$ cat config.mk
export PLATFORM = sky130hd
export DESIGN_NAME = sw_core
export DESIGN_NICKNAME = d
export VERILOG_FILES = /design/src/rtl/sw_pkg.sv /design/src/rtl/sw_pe.sv /design/src/rtl/sw_pe_array.sv /design/src/rtl/sw_control.sv /design/src/rtl/sw_best_cell.sv /design/src/rtl/sw_core.sv
export SDC_FILE = /design/constraint.sdc
export NUM_CORES = 2
export LEC_CHECK = 0
export ABC_AREA = 1
export BUFFER_PORTS_ARGS = -buffer_cell sky130_fd_sc_hd__buf_2
export CORE_MARGIN = 3
export CORE_UTILIZATION = 70
export CTS_CLUSTER_SIZE = 20
export DETAILED_ROUTE_END_ITERATION = 12
export HOLD_SLACK_MARGIN = 0.08
export PLACE_DENSITY = 0.93
export SETUP_SLACK_MARGIN = 0.4
export SLEW_MARGIN = 20
export SYNTH_ARGS = -nofsm -noshare
export SYNTH_HDL_FRONTEND = slang
export SYNTH_SLANG_ARGS = --single-unit
$ cat constraint.sdc
create_clock -name clk -period 21.2 [get_ports clk]
set_input_delay 2.12 -clock clk [delete_from_list [all_inputs] [get_ports clk]]
set_output_delay 2.12 -clock clk [all_outputs]
set_load 0.05 [all_outputs]
$ cat src/rtl/sw_pkg.sv
// Alignment engine package with sizes, scoring weights, FSM codes and shared types
`default_nettype none

package sw_pkg;

    localparam int REF_MAX_LEN  = 16;
    localparam int READ_MAX_LEN = 8;   // one PE per read base
    localparam int SCORE_W      = 10;

    typedef logic [1:0]                                base_t;
    typedef logic signed [SCORE_W-1:0]                 score_t;
    typedef base_t [REF_MAX_LEN-1:0]                   ref_seq_t;   // [k] is reference base k
    typedef base_t [READ_MAX_LEN-1:0]                  read_seq_t;  // [k] is read base k
    typedef logic [$clog2(REF_MAX_LEN):0]              ref_len_t;   // 1-based
    typedef logic [$clog2(READ_MAX_LEN):0]             read_len_t;  // 1-based
    typedef logic [$clog2(REF_MAX_LEN)-1:0]            col_t;
    typedef logic [$clog2(READ_MAX_LEN)-1:0]           row_t;
    typedef logic [$clog2(REF_MAX_LEN+READ_MAX_LEN):0] step_t;

    // affine gap scoring
    localparam score_t MATCH_SCORE    = score_t'(2);
    localparam score_t MISMATCH_SCORE = score_t'(-1);
    localparam score_t GAP_OPEN       = score_t'(-2);
    localparam score_t GAP_EXTEND     = score_t'(-1);

    // control FSM
    localparam logic [2:0] ST_IDLE = 3'd0;
    localparam logic [2:0] ST_LOAD = 3'd1;
    localparam logic [2:0] ST_RUN  = 3'd2;
    localparam logic [2:0] ST_SCAN = 3'd3;
    localparam logic [2:0] ST_DONE = 3'd4;

endpackage

`default_nettype wire

$ cat src/rtl/sw_pe.sv
// Systolic processing element computing align, insert and delete scores for one read base
`default_nettype none
`timescale 1ns/100ps

module sw_pe (
    input  wire                 clk,
    input  wire                 rst,
    input  wire                 i_a_valid,
    input  wire sw_pkg::base_t  i_a_base,    // reference base
    input  wire sw_pkg::base_t  i_b_base,    // read base of this row
    input  wire sw_pkg::score_t i_m_diag,
    input  wire sw_pkg::score_t i_i_diag,
    input  wire sw_pkg::score_t i_d_diag,
    input  wire sw_pkg::score_t i_m_top,
    input  wire sw_pkg::score_t i_i_top,
    input  wire sw_pkg::score_t i_m_left,
    input  wire sw_pkg::score_t i_d_left,
    output sw_pkg::score_t      o_m,
    output sw_pkg::score_t      o_i,
    output sw_pkg::score_t      o_d,
    output sw_pkg::score_t      o_h,
    output logic                o_a_valid,
    output sw_pkg::base_t       o_a_base
);

    sw_pkg::score_t weight;
    sw_pkg::score_t diag_best;
    sw_pkg::score_t m_calc;
    sw_pkg::score_t i_calc;
    sw_pkg::score_t d_calc;

    function automatic sw_pkg::score_t max2(input sw_pkg::score_t a, input sw_pkg::score_t b);
        return (a > b) ? a : b;
    endfunction

    always_comb begin
        weight = (i_a_base == i_b_base) ? sw_pkg::MATCH_SCORE : sw_pkg::MISMATCH_SCORE;

        // same weight on all three diagonal paths
        diag_best = max2(max2(i_m_diag, i_i_diag), i_d_diag);
        m_calc    = max2('0, diag_best + weight);

        i_calc = max2('0, max2(i_m_top + sw_pkg::GAP_OPEN, i_i_top + sw_pkg::GAP_EXTEND));
        d_calc = max2('0, max2(i_m_left + sw_pkg::GAP_OPEN, i_d_left + sw_pkg::GAP_EXTEND));

        if (i_a_valid) begin
            o_m = m_calc;
            o_i = i_calc;
            o_d = d_calc;
        end else begin
            // no base here, hold the row's last scores
            o_m = i_m_left;
            o_i = '0;
            o_d = i_d_left;
        end

        o_h = max2(max2(o_m, o_i), o_d);   // all three are never negative
    end

    always_ff @(posedge clk or posedge rst) begin
        if (rst) begin
            o_a_valid <= 1'b0;
        end else begin
            o_a_valid <= i_a_valid;
        end
    end

    always_ff @(posedge clk) begin
        o_a_base <= i_a_base;   // on to the next row
    end

endmodule

`default_nettype wire

$ cat src/rtl/sw_pe_array.sv
// PE chain with the reference shifter, read bases and the per-row score delay registers
`default_nettype none
`timescale 1ns/100ps

module sw_pe_array (
    input  wire                   clk,
    input  wire                   rst,
    input  wire                   i_load,
    input  wire                   i_run,
    input  wire                   i_feed,
    input  wire sw_pkg::ref_seq_t i_ref,
    input  wire sw_pkg::read_seq_t i_read,
    output sw_pkg::score_t        o_cell_score [sw_pkg::READ_MAX_LEN]
);

    sw_pkg::ref_seq_t  ref_sr;
    sw_pkg::read_seq_t read_q;

    logic              a_valid_in [sw_pkg::READ_MAX_LEN];
    sw_pkg::base_t     a_base_in  [sw_pkg::READ_MAX_LEN];
    logic              a_valid    [sw_pkg::READ_MAX_LEN];
    sw_pkg::base_t     a_base     [sw_pkg::READ_MAX_LEN];

    sw_pkg::score_t    m_top  [sw_pkg::READ_MAX_LEN];
    sw_pkg::score_t    i_top  [sw_pkg::READ_MAX_LEN];
    sw_pkg::score_t    m_diag [sw_pkg::READ_MAX_LEN];
    sw_pkg::score_t    i_diag [sw_pkg::READ_MAX_LEN];
    sw_pkg::score_t    d_diag [sw_pkg::READ_MAX_LEN];

    sw_pkg::score_t    pe_m [sw_pkg::READ_MAX_LEN];
    sw_pkg::score_t    pe_i [sw_pkg::READ_MAX_LEN];
    sw_pkg::score_t    pe_d [sw_pkg::READ_MAX_LEN];
    sw_pkg::score_t    pe_h [sw_pkg::READ_MAX_LEN];

    // one cycle back: left of this row, top of the next
    sw_pkg::score_t    m_d1 [sw_pkg::READ_MAX_LEN];
    sw_pkg::score_t    i_d1 [sw_pkg::READ_MAX_LEN];
    sw_pkg::score_t    d_d1 [sw_pkg::READ_MAX_LEN];
    // two cycles back: diagonal of the next row
    sw_pkg::score_t    m_d2 [sw_pkg::READ_MAX_LEN];
    sw_pkg::score_t    i_d2 [sw_pkg::READ_MAX_LEN];
    sw_pkg::score_t    d_d2 [sw_pkg::READ_MAX_LEN];

    for (genvar j = 0; j < sw_pkg::READ_MAX_LEN; j++) begin : g_row
        if (j == 0) begin : g_first
            assign a_valid_in[j] = i_feed;
            assign a_base_in[j]  = ref_sr[0];
            assign m_top[j]      = '0;   // above the matrix
            assign i_top[j]      = '0;
            assign m_diag[j]     = '0;
            assign i_diag[j]     = '0;
            assign d_diag[j]     = '0;
        end else begin : g_next
            // gated so the valid chain is flushed during the load cycle
            assign a_valid_in[j] = a_valid[j-1] && i_run;
            assign a_base_in[j]  = a_base[j-1];
            assign m_top[j]      = m_d1[j-1];
            assign i_top[j]      = i_d1[j-1];
            assign m_diag[j]     = m_d2[j-1];
            assign i_diag[j]     = i_d2[j-1];
            assign d_diag[j]     = d_d2[j-1];
        end

        sw_pe u_pe (
            .clk       (clk),
            .rst       (rst),
            .i_a_valid (a_valid_in[j]),
            .i_a_base  (a_base_in[j]),
            .i_b_base  (read_q[j]),
            .i_m_diag  (m_diag[j]),
            .i_i_diag  (i_diag[j]),
            .i_d_diag  (d_diag[j]),
            .i_m_top   (m_top[j]),
            .i_i_top   (i_top[j]),
            .i_m_left  (m_d1[j]),
            .i_d_left  (d_d1[j]),
            .o_m       (pe_m[j]),
            .o_i       (pe_i[j]),
            .o_d       (pe_d[j]),
            .o_h       (pe_h[j]),
            .o_a_valid (a_valid[j]),
            .o_a_base  (a_base[j])
        );
    end

    always_ff @(posedge clk) begin
        if (i_load) begin
            ref_sr <= i_ref;
            read_q <= i_read;
        end else if (i_run) begin
            ref_sr <= ref_sr >> $bits(sw_pkg::base_t);   // base 0 enters first
        end
    end

    always_ff @(posedge clk) begin
        for (int j = 0; j < sw_pkg::READ_MAX_LEN; j++) begin
            if (i_load) begin
                m_d1[j]         <= '0;
                i_d1[j]         <= '0;
                d_d1[j]         <= '0;
                m_d2[j]         <= '0;
                i_d2[j]         <= '0;
                d_d2[j]         <= '0;
                o_cell_score[j] <= '0;
            end else if (i_run) begin
                m_d1[j]         <= pe_m[j];
                i_d1[j]         <= pe_i[j];
                d_d1[j]         <= pe_d[j];
                m_d2[j]         <= m_d1[j];
                i_d2[j]         <= i_d1[j];
                d_d2[j]         <= d_d1[j];
                o_cell_score[j] <= pe_h[j];
            end
        end
    end

endmodule

`default_nettype wire

$ cat src/rtl/sw_control.sv
// Engine FSM sequencing load, systolic run and row scan, with the valid/ready handshakes
`default_nettype none
`timescale 1ns/100ps

module sw_control (
    input  wire                    clk,
    input  wire                    rst,
    input  wire                    i_valid,
    input  wire                    i_ready,
    input  wire sw_pkg::ref_len_t  i_ref_len,
    input  wire sw_pkg::read_len_t i_read_len,
    output logic                   o_ready,
    output logic                   o_valid,
    output logic                   o_load,
    output logic                   o_run,
    output logic                   o_feed,
    output sw_pkg::step_t          o_step,
    output logic                   o_scan,
    output sw_pkg::row_t           o_scan_row
);

    logic [2:0]        state;
    sw_pkg::step_t     step;        // run step, then scan row
    sw_pkg::ref_len_t  ref_len_q;
    sw_pkg::read_len_t read_len_q;
    sw_pkg::step_t     run_last;
    sw_pkg::step_t     scan_last;

    // wavefront needs ref_len+read_len steps to leave the last row
    assign run_last  = sw_pkg::step_t'(ref_len_q) + sw_pkg::step_t'(read_len_q) - 1'b1;
    assign scan_last = sw_pkg::step_t'(read_len_q) - 1'b1;

    always_ff @(posedge clk or posedge rst) begin
        if (rst) begin
            state <= sw_pkg::ST_IDLE;
            step  <= '0;
        end else begin
            case (state)
                sw_pkg::ST_IDLE: begin
                    if (i_valid) begin
                        state <= sw_pkg::ST_LOAD;
                    end
                end
                sw_pkg::ST_LOAD: begin
                    state <= sw_pkg::ST_RUN;
                    step  <= '0;
                end
                sw_pkg::ST_RUN: begin
                    if (step == run_last) begin
                        state <= sw_pkg::ST_SCAN;
                        step  <= '0;
                    end else begin
                        step <= step + 1'b1;
                    end
                end
                sw_pkg::ST_SCAN: begin
                    if (step == scan_last) begin
                        state <= sw_pkg::ST_DONE;
                    end else begin
                        step <= step + 1'b1;
                    end
                end
                sw_pkg::ST_DONE: begin
                    if (i_ready) begin
                        state <= sw_pkg::ST_IDLE;   // result taken
                    end
                end
                default: state <= sw_pkg::ST_IDLE;
            endcase
        end
    end

    always_ff @(posedge clk) begin
        if (o_load) begin
            ref_len_q  <= i_ref_len;
            read_len_q <= i_read_len;
        end
    end

    assign o_ready    = (state == sw_pkg::ST_IDLE);
    assign o_load     = o_ready && i_valid;   // acceptance edge
    assign o_run      = (state == sw_pkg::ST_RUN);
    assign o_feed     = o_run && (step < sw_pkg::step_t'(ref_len_q));
    assign o_step     = step;
    assign o_scan     = (state == sw_pkg::ST_SCAN);
    assign o_scan_row = sw_pkg::row_t'(step);
    assign o_valid    = (state == sw_pkg::ST_DONE);

endmodule

`default_nettype wire

$ cat src/rtl/sw_best_cell.sv
// Best-cell tracker keeping per-row maxima during the run, then scanning rows for the top score
`default_nettype none
`timescale 1ns/100ps

module sw_best_cell (
    input  wire                 clk,
    input  wire                 rst,
    input  wire                 i_load,
    input  wire                 i_run,
    input  wire sw_pkg::step_t  i_step,
    input  wire sw_pkg::score_t i_cell_score [sw_pkg::READ_MAX_LEN],
    input  wire                 i_scan,
    input  wire sw_pkg::row_t   i_scan_row,
    output sw_pkg::score_t      o_score,
    output sw_pkg::row_t        o_row,
    output sw_pkg::col_t        o_col
);

    sw_pkg::score_t row_max [sw_pkg::READ_MAX_LEN];
    sw_pkg::col_t   row_col [sw_pkg::READ_MAX_LEN];

    // score arriving in row j at step s is column s-j-1
    always_ff @(posedge clk) begin
        for (int j = 0; j < sw_pkg::READ_MAX_LEN; j++) begin
            if (i_load) begin
                row_max[j] <= '0;
                row_col[j] <= '0;
            end else if (i_run && (i_cell_score[j] > row_max[j])) begin
                row_max[j] <= i_cell_score[j];   // strict, earliest column kept
                row_col[j] <= sw_pkg::col_t'(i_step - sw_pkg::step_t'(j + 1));
            end
        end
    end

    // rows scanned upward so ties stay on the lower row
    always_ff @(posedge clk or posedge rst) begin
        if (rst) begin
            o_score <= '0;
            o_row   <= '0;
            o_col   <= '0;
        end else if (i_load) begin
            o_score <= '0;
            o_row   <= '0;
            o_col   <= '0;
        end else if (i_scan && (row_max[i_scan_row] > o_score)) begin
            o_score <= row_max[i_scan_row];
            o_row   <= i_scan_row;
            o_col   <= row_col[i_scan_row];
        end
    end

endmodule

`default_nettype wire

$ cat src/rtl/sw_core.sv
// Smith-Waterman local alignment engine top, joining control, PE array and best-cell search
`default_nettype none
`timescale 1ns/100ps

module sw_core (
    input  wire                    clk,
    input  wire                    rst,
    input  wire                    i_valid,
    output wire                    o_ready,
    input  wire sw_pkg::ref_seq_t  i_ref,
    input  wire sw_pkg::read_seq_t i_read,
    input  wire sw_pkg::ref_len_t  i_ref_len,
    input  wire sw_pkg::read_len_t i_read_len,
    input  wire                    i_ready,
    output wire                    o_valid,
    output wire sw_pkg::score_t    o_score,
    output wire sw_pkg::row_t      o_row,
    output wire sw_pkg::col_t      o_col
);

    wire                 load;
    wire                 run;
    wire                 feed;
    wire                 scan;
    wire sw_pkg::step_t  step;
    wire sw_pkg::row_t   scan_row;
    wire sw_pkg::score_t cell_score [sw_pkg::READ_MAX_LEN];   // one per row

    sw_control u_control (
        .clk        (clk),
        .rst        (rst),
        .i_valid    (i_valid),
        .i_ready    (i_ready),
        .i_ref_len  (i_ref_len),
        .i_read_len (i_read_len),
        .o_ready    (o_ready),
        .o_valid    (o_valid),
        .o_load     (load),
        .o_run      (run),
        .o_feed     (feed),
        .o_step     (step),
        .o_scan     (scan),
        .o_scan_row (scan_row)
    );

    sw_pe_array u_array (
        .clk          (clk),
        .rst          (rst),
        .i_load       (load),
        .i_run        (run),
        .i_feed       (feed),
        .i_ref        (i_ref),
        .i_read       (i_read),
        .o_cell_score (cell_score)
    );

    sw_best_cell u_best (
        .clk          (clk),
        .rst          (rst),
        .i_load       (load),
        .i_run        (run),
        .i_step       (step),
        .i_cell_score (cell_score),
        .i_scan       (scan),
        .i_scan_row   (scan_row),
        .o_score      (o_score),
        .o_row        (o_row),
        .o_col        (o_col)
    );

endmodule

`default_nettype wire

# == Word level (Yosys, flattened, before mapping) ==
# Memories as Yosys holds them, arrays and structs flattened.
# Cells that the tools add are included.
# classes
bitwise,64
mux,208
n_eq_ne,19
magnitude_cmp,78
reduce_logical,24
addsub,42
# op_table
cell,count
2-to-1 mux 10 bit,157
> comparator 10 bit,53
> comparator 1 x 10 -> 1 bit (first input constant),23
adder 10 x 1 -> 10 bit (second input constant),15
adder 10 x 2 -> 10 bit (second input constant),8
adder 10 bit,7
2-to-1 mux 32 bit,2
bitwise OR 1 bit,64
2-to-1 mux 4 bit,10
2-to-1 mux 1 bit,29
logical AND 1 bit,18
2-to-1 mux 3 bit,6
case mux 6 bit (3 select lines),1
== test 2 bit,8
subtractor 4 x 3 -> 4 bit (second input constant),4
case mux 3 bit (5 select lines),1
== test 6 bit,2
2-to-1 mux 6 bit,2
> comparator 10 x 1 -> 1 bit (second input constant),1
inequality test 2 bit (second input constant),5
subtractor 4 x 2 -> 4 bit (second input constant),2
adder 5 x 4 -> 6 bit,1
adder 6 x 1 -> 6 bit (second input constant),1
== test 3 x 2 -> 1 bit (second input constant),2
12 further kinds,13
# totals
in_bits,61
word_cells,496
out_inout_bits,19
ram_bits,592
memories,8
reg_bits,184
# memory_table
memory,words,word_bits,read_ports,rd_clocked_by_memory_dff,write_ports,line,text
u_array.d_d1,8,10,8,0,8,sw_pe_array.sv:38,sw_pkg::score_t d_d1 [sw_pkg::READ_MAX_LEN];
u_array.d_d2,8,10,7,0,8,sw_pe_array.sv:42,sw_pkg::score_t d_d2 [sw_pkg::READ_MAX_LEN];
u_array.i_d1,8,10,8,0,8,sw_pe_array.sv:37,sw_pkg::score_t i_d1 [sw_pkg::READ_MAX_LEN];
u_array.i_d2,8,10,7,0,8,sw_pe_array.sv:41,sw_pkg::score_t i_d2 [sw_pkg::READ_MAX_LEN];
u_array.m_d1,8,10,8,0,8,sw_pe_array.sv:36,sw_pkg::score_t m_d1 [sw_pkg::READ_MAX_LEN];
u_array.m_d2,8,10,7,0,8,sw_pe_array.sv:40,sw_pkg::score_t m_d2 [sw_pkg::READ_MAX_LEN];
2 more memories,-,-,-,-,-,-,

# == Depth between registers and ports, before layout ==
# An unclocked memory read counts as a cell.
# logic_depth
depth_word,13
mapped_depth,71
ltp_nobuf,70

# == By module ==
# Synthesis repeated with hierarchy kept, for this count alone.
# unflattened
cells_unflattened,8483
area_unflattened_um2,63579.7
# modules_own_cells
mod,cells_each,seq_area_each_um2,area_each_um2,n_inst
sw_pe_array,1883,16255.6,21877.2,1
sw_pe (u_array.g_row[0].u_pe ...),660,65.1,3897.5,5
sw_best_cell,1093,3788.6,9276.4,1
sw_pe (u_array.g_row[3].u_pe),663,65.1,3831.2,1
sw_pe (u_array.g_row[2].u_pe),661,65.1,3817.4,1
sw_pe (u_array.g_row[7].u_pe),662,65.1,3762.4,1
sw_control,221,495.5,1527.7,1

# == Worst setup path after synthesis ==
# No wires, ideal clock.
# synth_path
kind,input to register
startpoint,input port i_valid
endpoint,register u_array.ref_sr (netlist bit u_array.a_base_in[14]) (enable)
setup_ns,0.995
stages,5
t_required_ns,20.205
arrival_ns,14.948
path_slack_ns,5.257
path_cell_list,nand2_1 -> inv_1 -> nor2_1 -> inv_1 -> clkbuf_1
# synth_between
elab_chain_len,2
# synth_rtl
element,line,text
from (decl),sw_core.sv:8,"input wire i_valid,"
logical AND 1 bit,sw_control.sv:81,assign o_load = o_ready && i_valid;
nonzero test 2 bit (no line),-,
to (signal assigned),sw_pe_array.sv:88,ref_sr <= i_ref;
to (signal assigned),sw_pe_array.sv:91,ref_sr <= ref_sr >> $bits(sw_pkg::base_t);
to (decl),sw_pe_array.sv:16,sw_pkg::ref_seq_t ref_sr;
# No other way between the ends.
# A chain may end at the register's enable or synchronous reset.

==> summary.md <==
| Metric | Value |
|---|---|
| Fillers | 5010 |
| Area share of the largest cell type after synthesis | 33.52% |
| Post-synth EDFFs | 589 |
| First-pass GRT wire length | 223.9 mm |
| Slew HR | 24.93% |
| M2 GR Usage | 59.57% |
| Die width | 280.5 um |
| Final hold vios | 0 |
| Async set-reset flop share out of synthesis | 4.609% |
| Worst path most repeated cell | nand2_1 |
| Critical-path top delay cell | a41oi_1 |
| Finished Core Util | 76.02% |
| Port bufs | 79 |
| Final Cycle Share | 43.70% |
| Worst Tran Pin Value | 1126 ps |
| Number of antenna diodes | 0 |
| HPWL Detailed | 101.7 mm |
| F_max | 107.9 MHz |
| Vias in the first global route | 44797 |
| Top FF cell, synth | edfxtp_1 |
| Area growth, synth to finish | 7.439% |
| CTS root buf | clkbuf_16 |
| Critical Path AT | 9820 ps |
| Detailed Route Iter0 Violations | 5993 |
| Core area | 74570 um2 |
| Hold Path Class | register to register |
| Total Neg Setup Slack | 0 ps |
| Die Y | 280.5 um |
| Synth Register Bits | 716 |
| Mapped Area | 52760 um2 |
| Initial antenna violation count | 3 |
| Post_cts resized | 0 |
| Post-synth top cells | nand2_1, inv_1, nor2_1 |
| Via count | 46752 |
| Max clock buf depth | 3 |
| Final setup violation count | 0 |
| Leading area contributor after synthesis | edfxtp_1 |
| CP required | 21750 ps |
| Pin count of the biggest net entering global routing | 207 |
| TritonCTS buffer count | 78 |
| RSZ-0062 raised after global routing | no |
| Avg Synthesized Cell Area | 7.955 um2 |
| Count leader, synth | nand2_1 |
| Crit path kind | register to register |
| Post-route DRC violation count | 0 |
| Routability cong. | 0.9738 |
| Max H-tree Level | 3 |
| Die ar. | 78710 um2 |
| DR pass1 iterations | 7 |
| WL final | 141.0 mm |
| Final Skew | 28.90 ps |
| Met3 GRT Util | 5.758% |
| Routed Antenna Nets | 0 |
| Max-Cap Viols | 0 |
| Synth unique cells | 68 |
| Overflow after GRT | 0 |
| Routed WL per cell | 18.29 um |
| CTS tree | built |
| Status | finished clean |
| Vias per inst | 6.064 |
| Synth area leaders | edfxtp_1, ha_1, nand2_1 |
| CTS Sinks | 716 |
| IO Count | 80 |
| Slew Viols, Final | 0 |
| Row count | 100 |
| Clock transition at path regs | 60 ps |
| Initial core utilization | 70.76% |
| Syn Inst Count | 6633 |
| Seq/Total Area, Yosys | 38.65% |
| Cts hold-fix bufs | 0 |
| Number of warnings issued by yosys | 0 |
| Met1 global-route usage | 44.37% |
| Crit path capture type | register |
| Max FO, Critical Path | 14 |
| Final #Nets | 7346 |
| GRT busiest layer | met2 |
| Post-CTS Setup Inserts | 0 |
| Clock Latency Late Sink | 640 ps |
| Largest stage delay on the critical path | 770 ps |
| Layout cells sized above 1 | 6.186% |
| GRT Overall Usage | 35.15% |
| Clock period minus worst slack | 9264 ps |
| CP startpoint kind | register |
final timing paths:
kind / startpoint / cells after the start / slack (ps) / end
worst max register to register: u_array.m_d2[0][2]$_SDFFCE_PN0P_ / 42 / 11940 / u_array.o_cell_score[63]$_SDFFE_PP0N_
worst min register to register: u_array.g_row[4].u_pe.o_a_base[1]$_DFF_P_ / 0 / 370 / u_array.g_row[5].u_pe.o_a_base[1]$_DFF_P_
worst max-delay path: u_array.m_d2[0][2]$_SDFFCE_PN0P_ / 42 / 11940 / u_array.o_cell_score[63]$_SDFFE_PP0N_
max in group asynchronous: rst / 3 / 19070 / u_control.o_step[0]$_DFFE_PP0P_
min in group asynchronous: rst / 3 / 1660 / u_best.o_score[7]$_DFFE_PP0P_
worst min-delay path: u_array.g_row[4].u_pe.o_a_base[1]$_DFF_P_ / 0 / 370 / u_array.g_row[5].u_pe.o_a_base[1]$_DFF_P_
state kept, by name, summed over array words and instances, names as in the netlist, 6 cells and up:
register,count
u_control.o_step,6
u_best.row_max,80
u_best.o_score,10
u_array.o_cell_score,80
u_array.i_d1,60
u_array.read_q,16
u_array.i_d2,60
u_array.ref_sr,30
u_array.g_row.u_pe.o_a_base,14
u_array.g_row.u_pe.o_a_valid,7
u_array.d_d1,80
u_best.row_col,32
u_array.m_d1,80
u_array.d_d2,70
u_array.m_d2,70
cell type report:
type	count	area [um2]	share of cell area [%]
clock inverters	44	496.7	0.8762
multi-input cells	4685	27730	48.92
well taps	969	1212	2.139
repair buffers	111	661.9	1.168
flip-flops and latches	716	20400	35.98
clock buffers	98	2101	3.706
inverters	1087	4088	7.211
worst max-delay path, delay by kind of cell (launching register included):
kind / cells / cell delay [ps]
AO/OA/AOI/OAI: 17 / 3460
AND/OR/NAND/NOR: 15 / 2390
adder cells (fa/ha/maj): 4 / 1340
buffers and inverters: 5 / 940
XOR/XNOR: 1 / 630
flip-flops: 1 / 390
logic make-up (layout without fill, tap and decap cells):
logic type / after synthesis / in the layout / synth area share, %
other: 2 / 15 / 0.01423
AND/OR/NAND/NOR: 2803 / 2803 / 22.86
buffers and inverters: 1245 / 1340 / 8.959
adder cells (fa/ha/maj): 606 / 606 / 14.38
XOR/XNOR: 236 / 236 / 3.932
AO/OA/AOI/OAI: 1025 / 1025 / 11.20
flip-flops: 716 / 716 / 38.65
cells in the final DEF (no fill, tap or decap), drive strengths merged, types with 4 or more instances in the layout:
cell / instances
o211ai: 30
a21o: 7
nor2: 865
xor2: 185
clkinv: 33
o2111ai: 16
dfxtp: 94
o21bai: 24
inv: 1084
o311ai: 4
conb: 15
clkinvlp: 6
nor4: 28
or2: 10
and2: 6
a21boi: 9
nand4: 126
xnor2: 51
o22ai: 64
a22oi: 73
a21oi: 310
nand2: 1385
nor3: 65
ha: 605
clkbuf: 99
dfrtp: 33
nand3: 300
or4: 6
a31oi: 17
edfxtp: 589
o21ai: 401
a211oi: 26
a221oi: 13
buf: 110
bufinv: 8
o21a: 13
o31ai: 6
or3: 4
per-stage QoR:
step	instances	setup WS [ps]	instance area (um2)	hold WS, ps
floorplan	6646	5257	52810	351.0
global placement	7567	12480	54070	361.0
detailed placement	7567	11990	54070	361.8
CTS	7709	11790	56670	371.3
global route	7710	11160	56690	376.4
finish	7710	11940	56690	369.0
layer usage:
metal | wire (um) | up-vias | share of wire, %
met1 | 54350 | 21409 | 39
met2 | 66850 | 2575 | 47
met5 | 0 | - | 0
met3 | 12840 | 571 | 9.1
li1 | - | 22197 | -
met4 | 6974 | 0 | 4.9
Power is left out: the tool's default activity adds up to more than one toggle a clock period on the data nets, which glitch-free logic cannot reach.
